===== src/common/trig_csr_pkg.sv =====
// Trigger CSR map and configuration layout for the breakpoint unit.
// Only mcontrol (type 2) execute triggers exist, exact match only.
// N_TRIGGERS must be at least one. tselect is sized from it, and values
// past the last trigger read back as a trigger of type 0.

package trig_csr_pkg;

	// ----------------------------------------------------------
	// sizes

	// number of breakpoint triggers
	localparam int N_TRIGGERS = 4;
	// tselect width, kept at one bit for a single trigger
	localparam int W_TSELECT = (N_TRIGGERS > 1) ? $clog2(N_TRIGGERS) : 1;
	localparam int W_DATA = 32;

	// ----------------------------------------------------------
	// csr addresses

	typedef enum logic [11:0] {
		CSR_TSELECT = 12'h7a0,
		CSR_TDATA1  = 12'h7a1,
		CSR_TDATA2  = 12'h7a2,
		CSR_TINFO   = 12'h7a4
	} csr_addr_e;

	// tdata1 (mcontrol) bit positions
	localparam int TD1_TYPE_LSB = 28;
	localparam int TD1_DMODE    = 27;
	// action is 4 bits wide, only its lsb is kept
	localparam int TD1_ACTION   = 12;
	localparam int TD1_M        = 6;
	localparam int TD1_U        = 3;
	localparam int TD1_EXECUTE  = 2;

	// tinfo values, one-hot type mask
	localparam logic [W_DATA-1:0] TINFO_NONE     = 32'd1;
	localparam logic [W_DATA-1:0] TINFO_MCONTROL = 32'd4;

	// ----------------------------------------------------------
	// structs

	// csr access from the execute stage
	typedef struct packed {
		logic [11:0]       addr;
		logic              wen;
		logic [W_DATA-1:0] wdata;
	} csr_req_t;

	// stored state of one trigger
	typedef struct packed {
		logic              execute;
		logic              m;
		logic              u;
		// 1: break to debug mode, 0: breakpoint exception
		logic              action;
		// trigger owned by debug mode
		logic              dmode;
		logic [W_DATA-1:0] tdata2;
	} trig_cfg_t;

endpackage


===== src/common/trig_fetch_pkg.sv =====
// Fetch-side types for the breakpoint unit.
// Fetches are always one word, word aligned. A break is reported for
// each halfword on its own, since instruction boundaries are unknown
// until the fetch data returns.

package trig_fetch_pkg;

	localparam int W_ADDR = 32;

	// ----------------------------------------------------------
	// privilege of a fetch or of the execute stage

	// debug mode gets its own code and is not a real riscv level
	typedef enum logic [1:0] {
		PRIV_U = 2'b00,
		PRIV_D = 2'b10,
		PRIV_M = 2'b11
	} priv_e;

	// ----------------------------------------------------------
	// structs

	// address-phase fetch query, no back-pressure
	typedef struct packed {
		logic              valid;
		// low two bits expected zero
		logic [W_ADDR-1:0] addr;
		priv_e             priv;
	} fetch_req_t;

	// break flags for one fetch word
	typedef struct packed {
		logic       valid;
		// bit 0 is the low halfword
		logic [1:0] any;
		// set where the break goes to debug mode
		logic [1:0] d_mode;
	} hw_break_t;

endpackage


===== src/triggers/trigger_regs.sv =====
// Trigger configuration registers behind tselect, tdata1, tdata2, tinfo.
// Writes from outside debug mode to a debug-owned trigger are dropped
// with no exception. dmode is writable from debug mode only.
// Every tdata1/tdata2 write outside debug mode pulses flush in the next
// cycle so that fetches already in flight see the new setup.
// Reads are combinational from csr.addr.

`timescale 1ns/100ps

module trigger_regs
	import trig_csr_pkg::*;
	import trig_fetch_pkg::*;
(
	input  logic                         clk,
	input  logic                         rst_n,

	// csr port from execute
	input  csr_req_t                     csr,
	input  priv_e                        x_priv,
	output logic [W_DATA-1:0]            cfg_rdata,

	// live configuration to the matcher
	output trig_cfg_t [N_TRIGGERS-1:0]   trig_cfg,

	// prefetch flush request
	output logic                         flush
);

	// ----------------------------------------------------------
	// selected trigger

	logic [W_TSELECT-1:0] tselect;
	logic                 sel_ok;
	trig_cfg_t            sel_cfg;
	logic                 x_d_mode;

	// tselect may point past the last trigger if N_TRIGGERS is not a power of 2
	assign sel_ok = (tselect < N_TRIGGERS);
	assign sel_cfg = trig_cfg[tselect];
	assign x_d_mode = (x_priv == PRIV_D);

	// ----------------------------------------------------------
	// write decode

	logic wr_tdata;
	logic wr_allowed;
	logic flush_wr;

	assign wr_tdata = csr.wen && (csr.addr == CSR_TDATA1 || csr.addr == CSR_TDATA2);

	// debug-owned triggers ignore writes from m and u mode
	assign wr_allowed = sel_ok && !(sel_cfg.dmode && !x_d_mode);

	// flush even when the write itself was dropped
	assign flush_wr = wr_tdata && !x_d_mode;

	always_ff @(posedge clk or negedge rst_n) begin
		if (!rst_n) begin
			tselect <= '0;
			trig_cfg <= '0;
			flush <= 1'b0;
		end else begin
			flush <= flush_wr;
			// tselect always accepts, upper bits dropped
			if (csr.wen && csr.addr == CSR_TSELECT) begin
				tselect <= csr.wdata[W_TSELECT-1:0];
			end
			if (csr.wen && wr_allowed && csr.addr == CSR_TDATA1) begin
				// ownership moves only under debug mode
				if (x_d_mode) begin
					trig_cfg[tselect].dmode <= csr.wdata[TD1_DMODE];
				end
				trig_cfg[tselect].action <= csr.wdata[TD1_ACTION];
				trig_cfg[tselect].m <= csr.wdata[TD1_M];
				trig_cfg[tselect].u <= csr.wdata[TD1_U];
				trig_cfg[tselect].execute <= csr.wdata[TD1_EXECUTE];
			end
			if (csr.wen && wr_allowed && csr.addr == CSR_TDATA2) begin
				trig_cfg[tselect].tdata2 <= csr.wdata;
			end
		end
	end

	// ----------------------------------------------------------
	// read mux

	always_comb begin
		cfg_rdata = '0;
		case (csr.addr)
			CSR_TSELECT: begin
				cfg_rdata[W_TSELECT-1:0] = tselect;
			end
			CSR_TDATA1: begin
				// nonexistent trigger reads as type 0, all zero
				if (sel_ok) begin
					// type 2, address match
					cfg_rdata[TD1_TYPE_LSB +: 4] = 4'd2;
					cfg_rdata[TD1_DMODE] = sel_cfg.dmode;
					cfg_rdata[TD1_ACTION] = sel_cfg.action;
					cfg_rdata[TD1_M] = sel_cfg.m;
					cfg_rdata[TD1_U] = sel_cfg.u;
					cfg_rdata[TD1_EXECUTE] = sel_cfg.execute;
					// maskmax, hit, select, timing, chain, match, s, load, store stay 0
				end
			end
			CSR_TDATA2: begin
				if (sel_ok) begin
					cfg_rdata = sel_cfg.tdata2;
				end
			end
			CSR_TINFO: begin
				cfg_rdata = sel_ok ? TINFO_MCONTROL : TINFO_NONE;
			end
			default: begin
				cfg_rdata = '0;
			end
		endcase
	end

	// ----------------------------------------------------------
	// checks

	// back-to-back flush needs a non-debug tdata1/tdata2 write on the csr port
	// in each earlier cycle
	assert property (@(posedge clk) disable iff (!rst_n)
		flush && $past(flush) |->
			$past(csr.wen && csr.addr inside {CSR_TDATA1, CSR_TDATA2} &&
				x_priv != PRIV_D, 1) &&
			$past(csr.wen && csr.addr inside {CSR_TDATA1, CSR_TDATA2} &&
				x_priv != PRIV_D, 2));

	for (genvar i = 0; i < N_TRIGGERS; i++) begin : g_dmode_chk
		// debug ownership can only be taken from debug mode
		assert property (@(posedge clk) disable iff (!rst_n)
			$rose(trig_cfg[i].dmode) |-> $past(x_priv) == PRIV_D);
	end

endmodule


===== src/triggers/trigger_match.sv =====
// Execute-address comparison against all triggers.
// The address is compared in the fetch address phase and the result is
// registered, so flags line up with the fetch data one cycle later.
// Each trigger steers its hit to one halfword using tdata2 bit 1.

`timescale 1ns/100ps

module trigger_match
	import trig_csr_pkg::*;
	import trig_fetch_pkg::*;
(
	input  logic                         clk,
	input  logic                         rst_n,

	input  fetch_req_t                   fetch,
	input  trig_cfg_t [N_TRIGGERS-1:0]   trig_cfg,
	// global enable for breaks to m-mode
	input  logic                         trig_m_en,

	output hw_break_t                    flags,
	output logic [W_ADDR-1:0]            flags_addr
);

	logic [N_TRIGGERS-1:0] trig_en;
	logic [N_TRIGGERS-1:0] trig_hit;
	logic [N_TRIGGERS-1:0] want_d;
	logic [N_TRIGGERS-1:0] want_m;
	logic [1:0]            hw_any;
	logic [1:0]            hw_d;

	// ----------------------------------------------------------
	// per-trigger compare

	always_comb begin
		hw_any = '0;
		hw_d = '0;
		for (int i = 0; i < N_TRIGGERS; i++) begin
			// no triggers fire on debug-mode fetches
			trig_en[i] = trig_cfg[i].execute && (
				(fetch.priv == PRIV_M && trig_cfg[i].m) ||
				(fetch.priv == PRIV_U && trig_cfg[i].u));
			trig_hit[i] = trig_en[i] &&
				fetch.addr == {trig_cfg[i].tdata2[W_ADDR-1:2], 2'b00};
			// d-mode break needs the trigger owned by debug mode
			want_d[i] = trig_hit[i] && trig_cfg[i].action && trig_cfg[i].dmode;
			want_m[i] = trig_hit[i] && !trig_cfg[i].action && trig_m_en;
			// fold into the halfword chosen by tdata2[1]
			hw_any[trig_cfg[i].tdata2[1]] = hw_any[trig_cfg[i].tdata2[1]] |
				want_d[i] | want_m[i];
			hw_d[trig_cfg[i].tdata2[1]] = hw_d[trig_cfg[i].tdata2[1]] | want_d[i];
		end
	end

	// ----------------------------------------------------------
	// flag register

	always_ff @(posedge clk or negedge rst_n) begin
		if (!rst_n) begin
			flags <= '0;
		end else begin
			flags.valid <= fetch.valid;
			// idle cycles carry no flags
			flags.any <= fetch.valid ? hw_any : 2'b00;
			flags.d_mode <= fetch.valid ? hw_d : 2'b00;
		end
	end

	// address rides along for the resolver
	always_ff @(posedge clk) begin
		if (fetch.valid) begin
			flags_addr <= fetch.addr;
		end
	end

	// a debug-mode break is always also a break
	assert property (@(posedge clk) disable iff (!rst_n)
		flags.valid |-> (flags.d_mode & ~flags.any) == 2'b00);

endmodule


===== src/logic/break_resolve.sv =====
// Turns per-halfword break flags into a single request.
// instr_start comes with the fetch data, one cycle after the address,
// and marks halfwords where an instruction begins. Only a flag on such a
// halfword counts, which gives exact-match breakpoints.
// Lowest halfword wins when both qualify.

`timescale 1ns/100ps

module break_resolve
	import trig_fetch_pkg::*;
(
	input  logic              clk,
	input  logic              rst_n,

	input  hw_break_t         flags,
	input  logic [W_ADDR-1:0] flags_addr,
	input  logic [1:0]        instr_start,

	output logic              break_m,
	output logic              break_d,
	output logic [W_ADDR-1:0] break_addr
);

	logic [1:0] hw_take;
	logic       take;
	logic       hw_sel;

	// ----------------------------------------------------------
	// halfword pick

	// flagged halfwords that start an instruction
	assign hw_take = flags.any & instr_start;
	assign take = flags.valid && (|hw_take);
	// hw1 only if hw0 does not qualify
	assign hw_sel = !hw_take[0];

	// ----------------------------------------------------------
	// request register

	always_ff @(posedge clk or negedge rst_n) begin
		if (!rst_n) begin
			break_m <= 1'b0;
			break_d <= 1'b0;
		end else begin
			break_d <= take && flags.d_mode[hw_sel];
			break_m <= take && !flags.d_mode[hw_sel];
		end
	end

	// halfword address of the break, held between requests
	always_ff @(posedge clk) begin
		if (take) begin
			break_addr <= flags_addr + W_ADDR'({hw_sel, 1'b0});
		end
	end

	// m-mode and d-mode requests are exclusive
	assert property (@(posedge clk) disable iff (!rst_n)
		!(break_m && break_d));

endmodule


===== src/logic/trigger_subsys.sv =====
// Breakpoint trigger subsystem top.
// Requests come out two cycles after the fetch address. The core must
// take flush after any tdata1/tdata2 write outside debug mode, before
// it trusts fetches already in flight.

`timescale 1ns/100ps

module trigger_subsys
	import trig_csr_pkg::*;
	import trig_fetch_pkg::*;
(
	input  logic              clk,
	input  logic              rst_n,

	// csr access from execute
	input  csr_req_t          csr,
	input  priv_e             x_priv,
	output logic [W_DATA-1:0] cfg_rdata,
	output logic              flush,

	// fetch side
	input  logic              trig_m_en,
	input  fetch_req_t        fetch,
	input  logic [1:0]        instr_start,

	// break requests
	output logic              break_m,
	output logic              break_d,
	output logic [W_ADDR-1:0] break_addr
);

	trig_cfg_t [N_TRIGGERS-1:0] trig_cfg;
	hw_break_t                  flags;
	logic [W_ADDR-1:0]          flags_addr;

	trigger_regs u_regs (
		.clk       (clk),
		.rst_n     (rst_n),
		.csr       (csr),
		.x_priv    (x_priv),
		.cfg_rdata (cfg_rdata),
		.trig_cfg  (trig_cfg),
		.flush     (flush)
	);

	trigger_match u_match (
		.clk        (clk),
		.rst_n      (rst_n),
		.fetch      (fetch),
		.trig_cfg   (trig_cfg),
		.trig_m_en  (trig_m_en),
		.flags      (flags),
		.flags_addr (flags_addr)
	);

	break_resolve u_resolve (
		.clk         (clk),
		.rst_n       (rst_n),
		.flags       (flags),
		.flags_addr  (flags_addr),
		.instr_start (instr_start),
		.break_m     (break_m),
		.break_d     (break_d),
		.break_addr  (break_addr)
	);

endmodule


===== config.mk =====
export PLATFORM = sky130hd
export DESIGN_NAME = trigger_subsys
export DESIGN_NICKNAME = d
export VERILOG_FILES = /design/src/common/trig_csr_pkg.sv /design/src/common/trig_fetch_pkg.sv /design/src/triggers/trigger_regs.sv /design/src/triggers/trigger_match.sv /design/src/logic/break_resolve.sv /design/src/logic/trigger_subsys.sv
export SDC_FILE = /design/constraint.sdc
export NUM_CORES = 1
export LEC_CHECK = 0
export CAP_MARGIN = 15
export CORE_MARGIN = 5
export CORE_UTILIZATION = 64
export DETAILED_ROUTE_END_ITERATION = 7
export DONT_BUFFER_PORTS = 1
export PLACE_DENSITY = 0.83
export SKIP_CTS_REPAIR_TIMING = 1
export SYNTH_ARGS = -nofsm -noshare
export SYNTH_HDL_FRONTEND = slang
export SYNTH_HIERARCHICAL = 1
export SYNTH_SLANG_ARGS = --single-unit
export TNS_END_PERCENT = 5

===== constraint.sdc =====
create_clock -name clk -period 2.63 [get_ports clk]
set_clock_uncertainty 0.1 [all_clocks]
set_input_delay 0.526 -clock clk [delete_from_list [all_inputs] [get_ports clk]]
set_output_delay 0.526 -clock clk [all_outputs]
set_load 0.02 [all_outputs]

### After elaboration in Yosys (flattened, before gate mapping)

Index checks and enable logic that the tools add are counted.

* input port bits: 87
* output and inout bits: 67
* register bits: 222

* reductions and logical operators: 62
* equal/unequal tests: 10
* bitwise logic cells: 14
* $add $sub $neg: 1
* multiplexer cells: 63
* order comparisons: 11

Operators by type and width (number)
* bitwise mux 148 bit: 6
* two-way mux 148 bit: 4
* demux 37 bit (select 2 bit): 6
* == test 32 bit: 4
* binary-select mux 37 bit (select 2 bit): 1
* two-way mux 37 bit: 2
* == test 12 x 11 -> 1 bit, second input constant: 4
* logical AND 1 bit: 47
* two-way mux 36 bit: 1
* two-way mux 35 bit: 1
* two-way mux 34 bit: 1
* two-way mux 33 bit: 1
* adder 32 x 2 -> 32 bit: 1
* two-way mux 32 bit: 1
* two-way mux 1 bit: 19
* two-way mux 14 bit: 1
* bitwise mux 2 bit: 6
* OR 1 bit: 11
* less-than comparator 1 x 2 -> 1 bit, second input constant: 5
* one-hot mux 5 bit (2 select lines): 1
* zero test 1 bit: 8
* bitwise AND 2 bit: 3
* two-way mux 2 bit: 3
* one-hot mux 2 bit (3 select lines): 1
* 11 further kinds: 23

### Logic depth before layout (Yosys ltp)

* word-level depth: 26
* mapped depth: 7

### Cells and area by module

The synthesis kept the hierarchy.

Modules (own cells, without submodules)
* trigger_regs: instances 1, sequential area each 3778.6 µm², area each 7051.8 µm², cells an instance 442
* trigger_match: instances 1, sequential area each 1086.0 µm², area each 3115.5 µm², cells an instance 277
* break_resolve: instances 1, sequential area each 1011.0 µm², area each 1652.8 µm², cells an instance 124

### Worst setup path before layout

No wires, ideal clock.

* path kind: input port to output port
* start point: input csr[33] (netlist bit)
* end point: output cfg_rdata[29]
* setup slack: 131 ps
* data required time: 2004 ps
* arrival: 1873 ps
* stages: 4
* path through: nor4b_1 > nand3_1 > clkbuf_1 > o21ai_0

* word-level cells in the longest chain between the ends: 2
* elaborated cells between the ends (all ways): 3
* those cells by class: eq/ne (2); mux (1)

Ends and longest elaborated chain
* from (decl): line trigger_subsys.sv:16 `input csr_req_t csr,`
* == test 12 x 11 -> 1 bit: line trigger_regs.sv:89 `case (csr.addr)`
* one-hot mux 5 bit (2 select lines) (*): line trigger_regs.sv:89
* to (decl): line trigger_subsys.sv:18 `output logic [W_DATA-1:0] cfg_rdata,`

Mark *: on every way between the ends. The rest lies on a longest branch, timed or not.

### Worst setup path in the final report

* start point: register u_regs.tselect[0]
* end point: output cfg_rdata[30]

* word-level cells in the longest chain between the ends: 3

Ends and longest elaborated chain
* from (decl): line trigger_regs.sv:32 `logic [W_TSELECT-1:0] tselect;`
* from (signal assigned): line trigger_regs.sv:66 `tselect <= csr.wdata[W_TSELECT-1:0];`
* binary-select mux 37 bit (select 2 bit): line trigger_regs.sv:39 `assign sel_cfg = trig_cfg[tselect];`
* two-way mux 37 bit (implied by the code): line trigger_regs.sv:39
* one-hot mux 5 bit (2 select lines): line trigger_regs.sv:89

No other way between the ends. The select of a mux whose other input is x is not followed.

==> results.txt <==
* Layout net count: 1002
* RSZ-0062 raised after global routing: true
- Flip-flop cell with the highest count after synthesis: sky130_fd_sc_hd__dfrtp_1
- CTS tree: done
- The worst-case IR drop observed on VDD is 0.532 mV.
- In the final layout, the multi-input gates occupy 0.00568 mm2.
* Critical Path Source Type: register
- Maximum clock frequency: 358 MHz
- Area share of the leading cell type in the synthesized netlist: 33.4%
- Number of core rows: 49
* GRT Total Usage: 28.9%
- Clock input transition at the sequential cells of the worst setup and hold paths: 0.06 ns
- Top post-synthesis cells by count: sky130_fd_sc_hd__dfrtp_1, sky130_fd_sc_hd__xnor2_1, sky130_fd_sc_hd__mux2_2, sky130_fd_sc_hd__edfxtp_1, sky130_fd_sc_hd__nand4_1
- The critical path is of the reg2out type.
* Hold WS: -0.381 ns
* Number of global-route vias before repair: 7764
* Worst-case setup margin in the final layout: -0.162 ns
* Standard cell with the maximum stage delay on the critical path: sky130_fd_sc_hd__dfrtp_4
* Level count of the clock H-tree: 1
* Violated checks: antenna violations, negative hold slack, negative setup slack
- Length of the first detailed-routing pass in iterations: 5
* Die area: 0.0213 mm2
* Share of the clock period used by the worst path after layout: 106%
* Layout overhead on the synthesized area: 15.2%
- The first global-routing pass estimated 47400 um of wire.
- Registers take 0.00588 mm2.
- For this design the ratio of total power to cell area is 553 mW/mm2.
* Clock root buffer: sky130_fd_sc_hd__clkbuf_16
- Traced cell by cell, the critical path runs through buf_12 -> buf_12 -> buf_12 -> mux4_2 -> nor2b_1 -> buf_4.
- After synthesis, the netlist uses 55 different library cells.
- Crit. End Element: output port
- EDFF count, synth: 64
- Wire per inst: 27.8 um
- Power consumption: 7530 uW
- Number of nets still failing antenna checks after routing: 1
- Required time of the critical path: 2.00 ns
- Reg-to-reg setup timing slack: 0.09 ns
- Leakage Power: 0.00568 uW
* Number of warnings issued by yosys: 6
- Library cell occupying the most area in the post-synthesis netlist: sky130_fd_sc_hd__dfrtp_1
- Clock period minus final worst setup slack: 2.79 ns
- After detailed routing, the met3 layer carries 3410 um of wire.
* Average instance area after synthesis: 14.0 um2
* Most frequent CP cell: sky130_fd_sc_hd__buf_12
- For this configuration, the core starts out at a cell density of 65.4%.
* Worst-Skew Late Latency: 0.51 ns
- IO buf count: 0
- DR top layer: met4
- The initial antenna violation count came to 2.
* Worst min path class: in2async
- Met2 WL: 15400 um
- Cell area after synthesis: 0.0118 mm2
- Post-synth ARST share: 71.2%
- Gate Count Post-Synth: 843
- Global-route congestion overflow total: 0
- The die is 146 um tall.
- During I/O placement, the number of pins put on the boundary was 154.
- Hold violation total from the final report: 158
- In this run the worst path has a maximum fanout of 6.
- Routed WL: 32400 um
- Sequential area share after synthesis: 49.7%
- Stage delay of the slowest cell on the critical path: 0.48 ns
- Max Transition Viols Final: 0
- Clock tree synthesis inserted a total of 24 buffers.
* Width of the die: 146 um
- Setup violations remaining at the end of the flow were counted as 32.
- Layout fillers: 1055
* Fraction of final layout cells sized beyond drive strength 1: 34.2%
* Arrival time at the worst endpoint: 2.17 ns
- Max-cap violations in this run came to 0.
- At the pin with the least slew margin, the transition time is 0.800 ns.
* Post-synth net total: 932
* Worst setup slack before clock tree synthesis: 0.128 ns
- Max-slew headroom at the worst pin: 46.2%
- Counting flops and latches in the post-synthesis netlist gives 222.
* Iteration-0 DRC Markers: 860
- The core region is 0.0181 mm2.
* Most area-consuming cells after synthesis: sky130_fd_sc_hd__dfrtp_1, sky130_fd_sc_hd__edfxtp_1, sky130_fd_sc_hd__mux2_2, sky130_fd_sc_hd__xnor2_1, sky130_fd_sc_hd__mux4_2
- Entering global routing, the biggest net connects 159 pins.
* Detailed-placement wirelength estimate: 22100 um
- Dividing the detail-routed via count by the number of cells gives 6.64.
* DRC violations left: 0
- Most used standard cell by instance count after synthesis: sky130_fd_sc_hd__dfrtp_1
- In the final routing, the length of wire on met1 measures 12400 um.
* Last weighted congestion value of the routability-driven placer: 1.04
- The detailed router placed 7733 vias in this run.
- Clock Sink Count: 222
- Status: complete, but fails checks
- No sink is reached through more buffers than the 3 on the longest clock path.
-- layout by cell type, fill, tap and decap left out, types with 5 or more instances in the layout --
| master | n |
|---|---|
| sky130_fd_sc_hd__nor2b_1 | 27 |
| sky130_fd_sc_hd__buf_4 | 42 |
| sky130_fd_sc_hd__nor4_2 | 5 |
| sky130_fd_sc_hd__xnor2_1 | 109 |
| sky130_fd_sc_hd__diode_2 | 5 |
| sky130_fd_sc_hd__and3_1 | 11 |
| sky130_fd_sc_hd__nor4_4 | 6 |
| sky130_fd_sc_hd__inv_1 | 11 |
| sky130_fd_sc_hd__nand3_1 | 23 |
| sky130_fd_sc_hd__nor2_1 | 17 |
| sky130_fd_sc_hd__nand2_1 | 20 |
| sky130_fd_sc_hd__mux4_2 | 36 |
| sky130_fd_sc_hd__buf_12 | 9 |
| sky130_fd_sc_hd__nor4_1 | 6 |
| sky130_fd_sc_hd__xor2_1 | 23 |
| sky130_fd_sc_hd__mux2_4 | 31 |
| sky130_fd_sc_hd__nand2b_1 | 5 |
| sky130_fd_sc_hd__xnor2_2 | 13 |
| sky130_fd_sc_hd__mux2_2 | 107 |
| sky130_fd_sc_hd__edfxtp_1 | 64 |
| sky130_fd_sc_hd__mux2_1 | 13 |
| sky130_fd_sc_hd__clkbuf_8 | 8 |
| sky130_fd_sc_hd__o21ai_0 | 5 |
| sky130_fd_sc_hd__nor3_1 | 6 |
| sky130_fd_sc_hd__dlygate4sd3_1 | 27 |
| sky130_fd_sc_hd__clkbuf_16 | 27 |
| sky130_fd_sc_hd__dfrtp_1 | 156 |
| sky130_fd_sc_hd__nand4_1 | 45 |
-- cells by family (layout without fill, tap and decap cells) --
logic type                 count (synthesis)  after routing  synth area share (%)
AOI/OAI and AO/OA                         28             28                  1.86
xor gates and xnor gates                 145            145                  11.6
and+or+nand+nor                          203            203                  11.3
adders and majority gates                  2              2                 0.212
muxes                                    190            190                  22.5
buffers and inverters                     53            140                  2.84
DFF                                      222            222                  49.7
other                                      0              5                     0
-- power by group --
part           total [uW]  internal (uW)  switching, uW
registers            3660           3610           52.6
clock network        3580           2240           1340
logic                 286            155            131
total                7530           6010           1520
-- worst paths after layout --
kind                            cells past startpoint             startpoint                       to
min in group clk                                    0               fetch[9]    u_match/flags_addr[7]
worst max register to register                      6      u_regs/tselect[1]     u_regs/trig_cfg[134]
worst max-delay path                                6      u_regs/tselect[0]            cfg_rdata[30]
max in group asynchronous                           0                  rst_n        u_regs/tselect[0]
worst min-delay path                                0                  rst_n      u_regs/trig_cfg[87]
worst min register to register                      0  u_match/flags_addr[0]  u_resolve/break_addr[0]
-- state kept, by name, summed over array words and instances, names as in the netlist --
signal and count:
u_regs/trig_cfg 148, u_match/flags_addr 32, u_resolve/break_addr 32, u_match/flags 5, u_regs/tselect 2, u_regs/flush 1
u_resolve/break_d 1, u_resolve/break_m 1
-- critical path, delay by kind of cell, from the launching register on --
kind                   cells  cell delay, ns
buffers and inverters      4            0.59
DFF                        1            0.48
and+or+nand+nor            1            0.15
muxes                      1            0.43
-- area by class of cell --
cell class                 count  share of cell area, %
antenna                        5                 0.0919
clock buffer                  36                   5.48
clock inverter                 7                  0.790
inverter                      12                  0.331
multi-input combinational    568                   41.7
sequential                   222                   43.2
tap                          229                   2.10
timing repair buffer          85                   6.36
-- per-layer routing --
metal | up-vias | track usage, %
li1 | 3269 | -
met1 | 3893 | 39.2
met2 | 485 | 46.3
met3 | 86 | 7.91
met4 | 0 | 8.40
met5 | - | 0
-- per-stage QoR --
stage	setup TNS, ns	instance area, um2	util, %	instances
final	-3.05	13600	75.3	1164
after global placement	0	12300	67.8	1075
after detailed placement	0	12300	67.8	1075
after global routing	-4.87	13600	75.2	1159
after floorplan	0	11800	-	843
after CTS	-4.50	13100	72.5	1118
No activity file was read; power rests on OpenSTA's default activity.
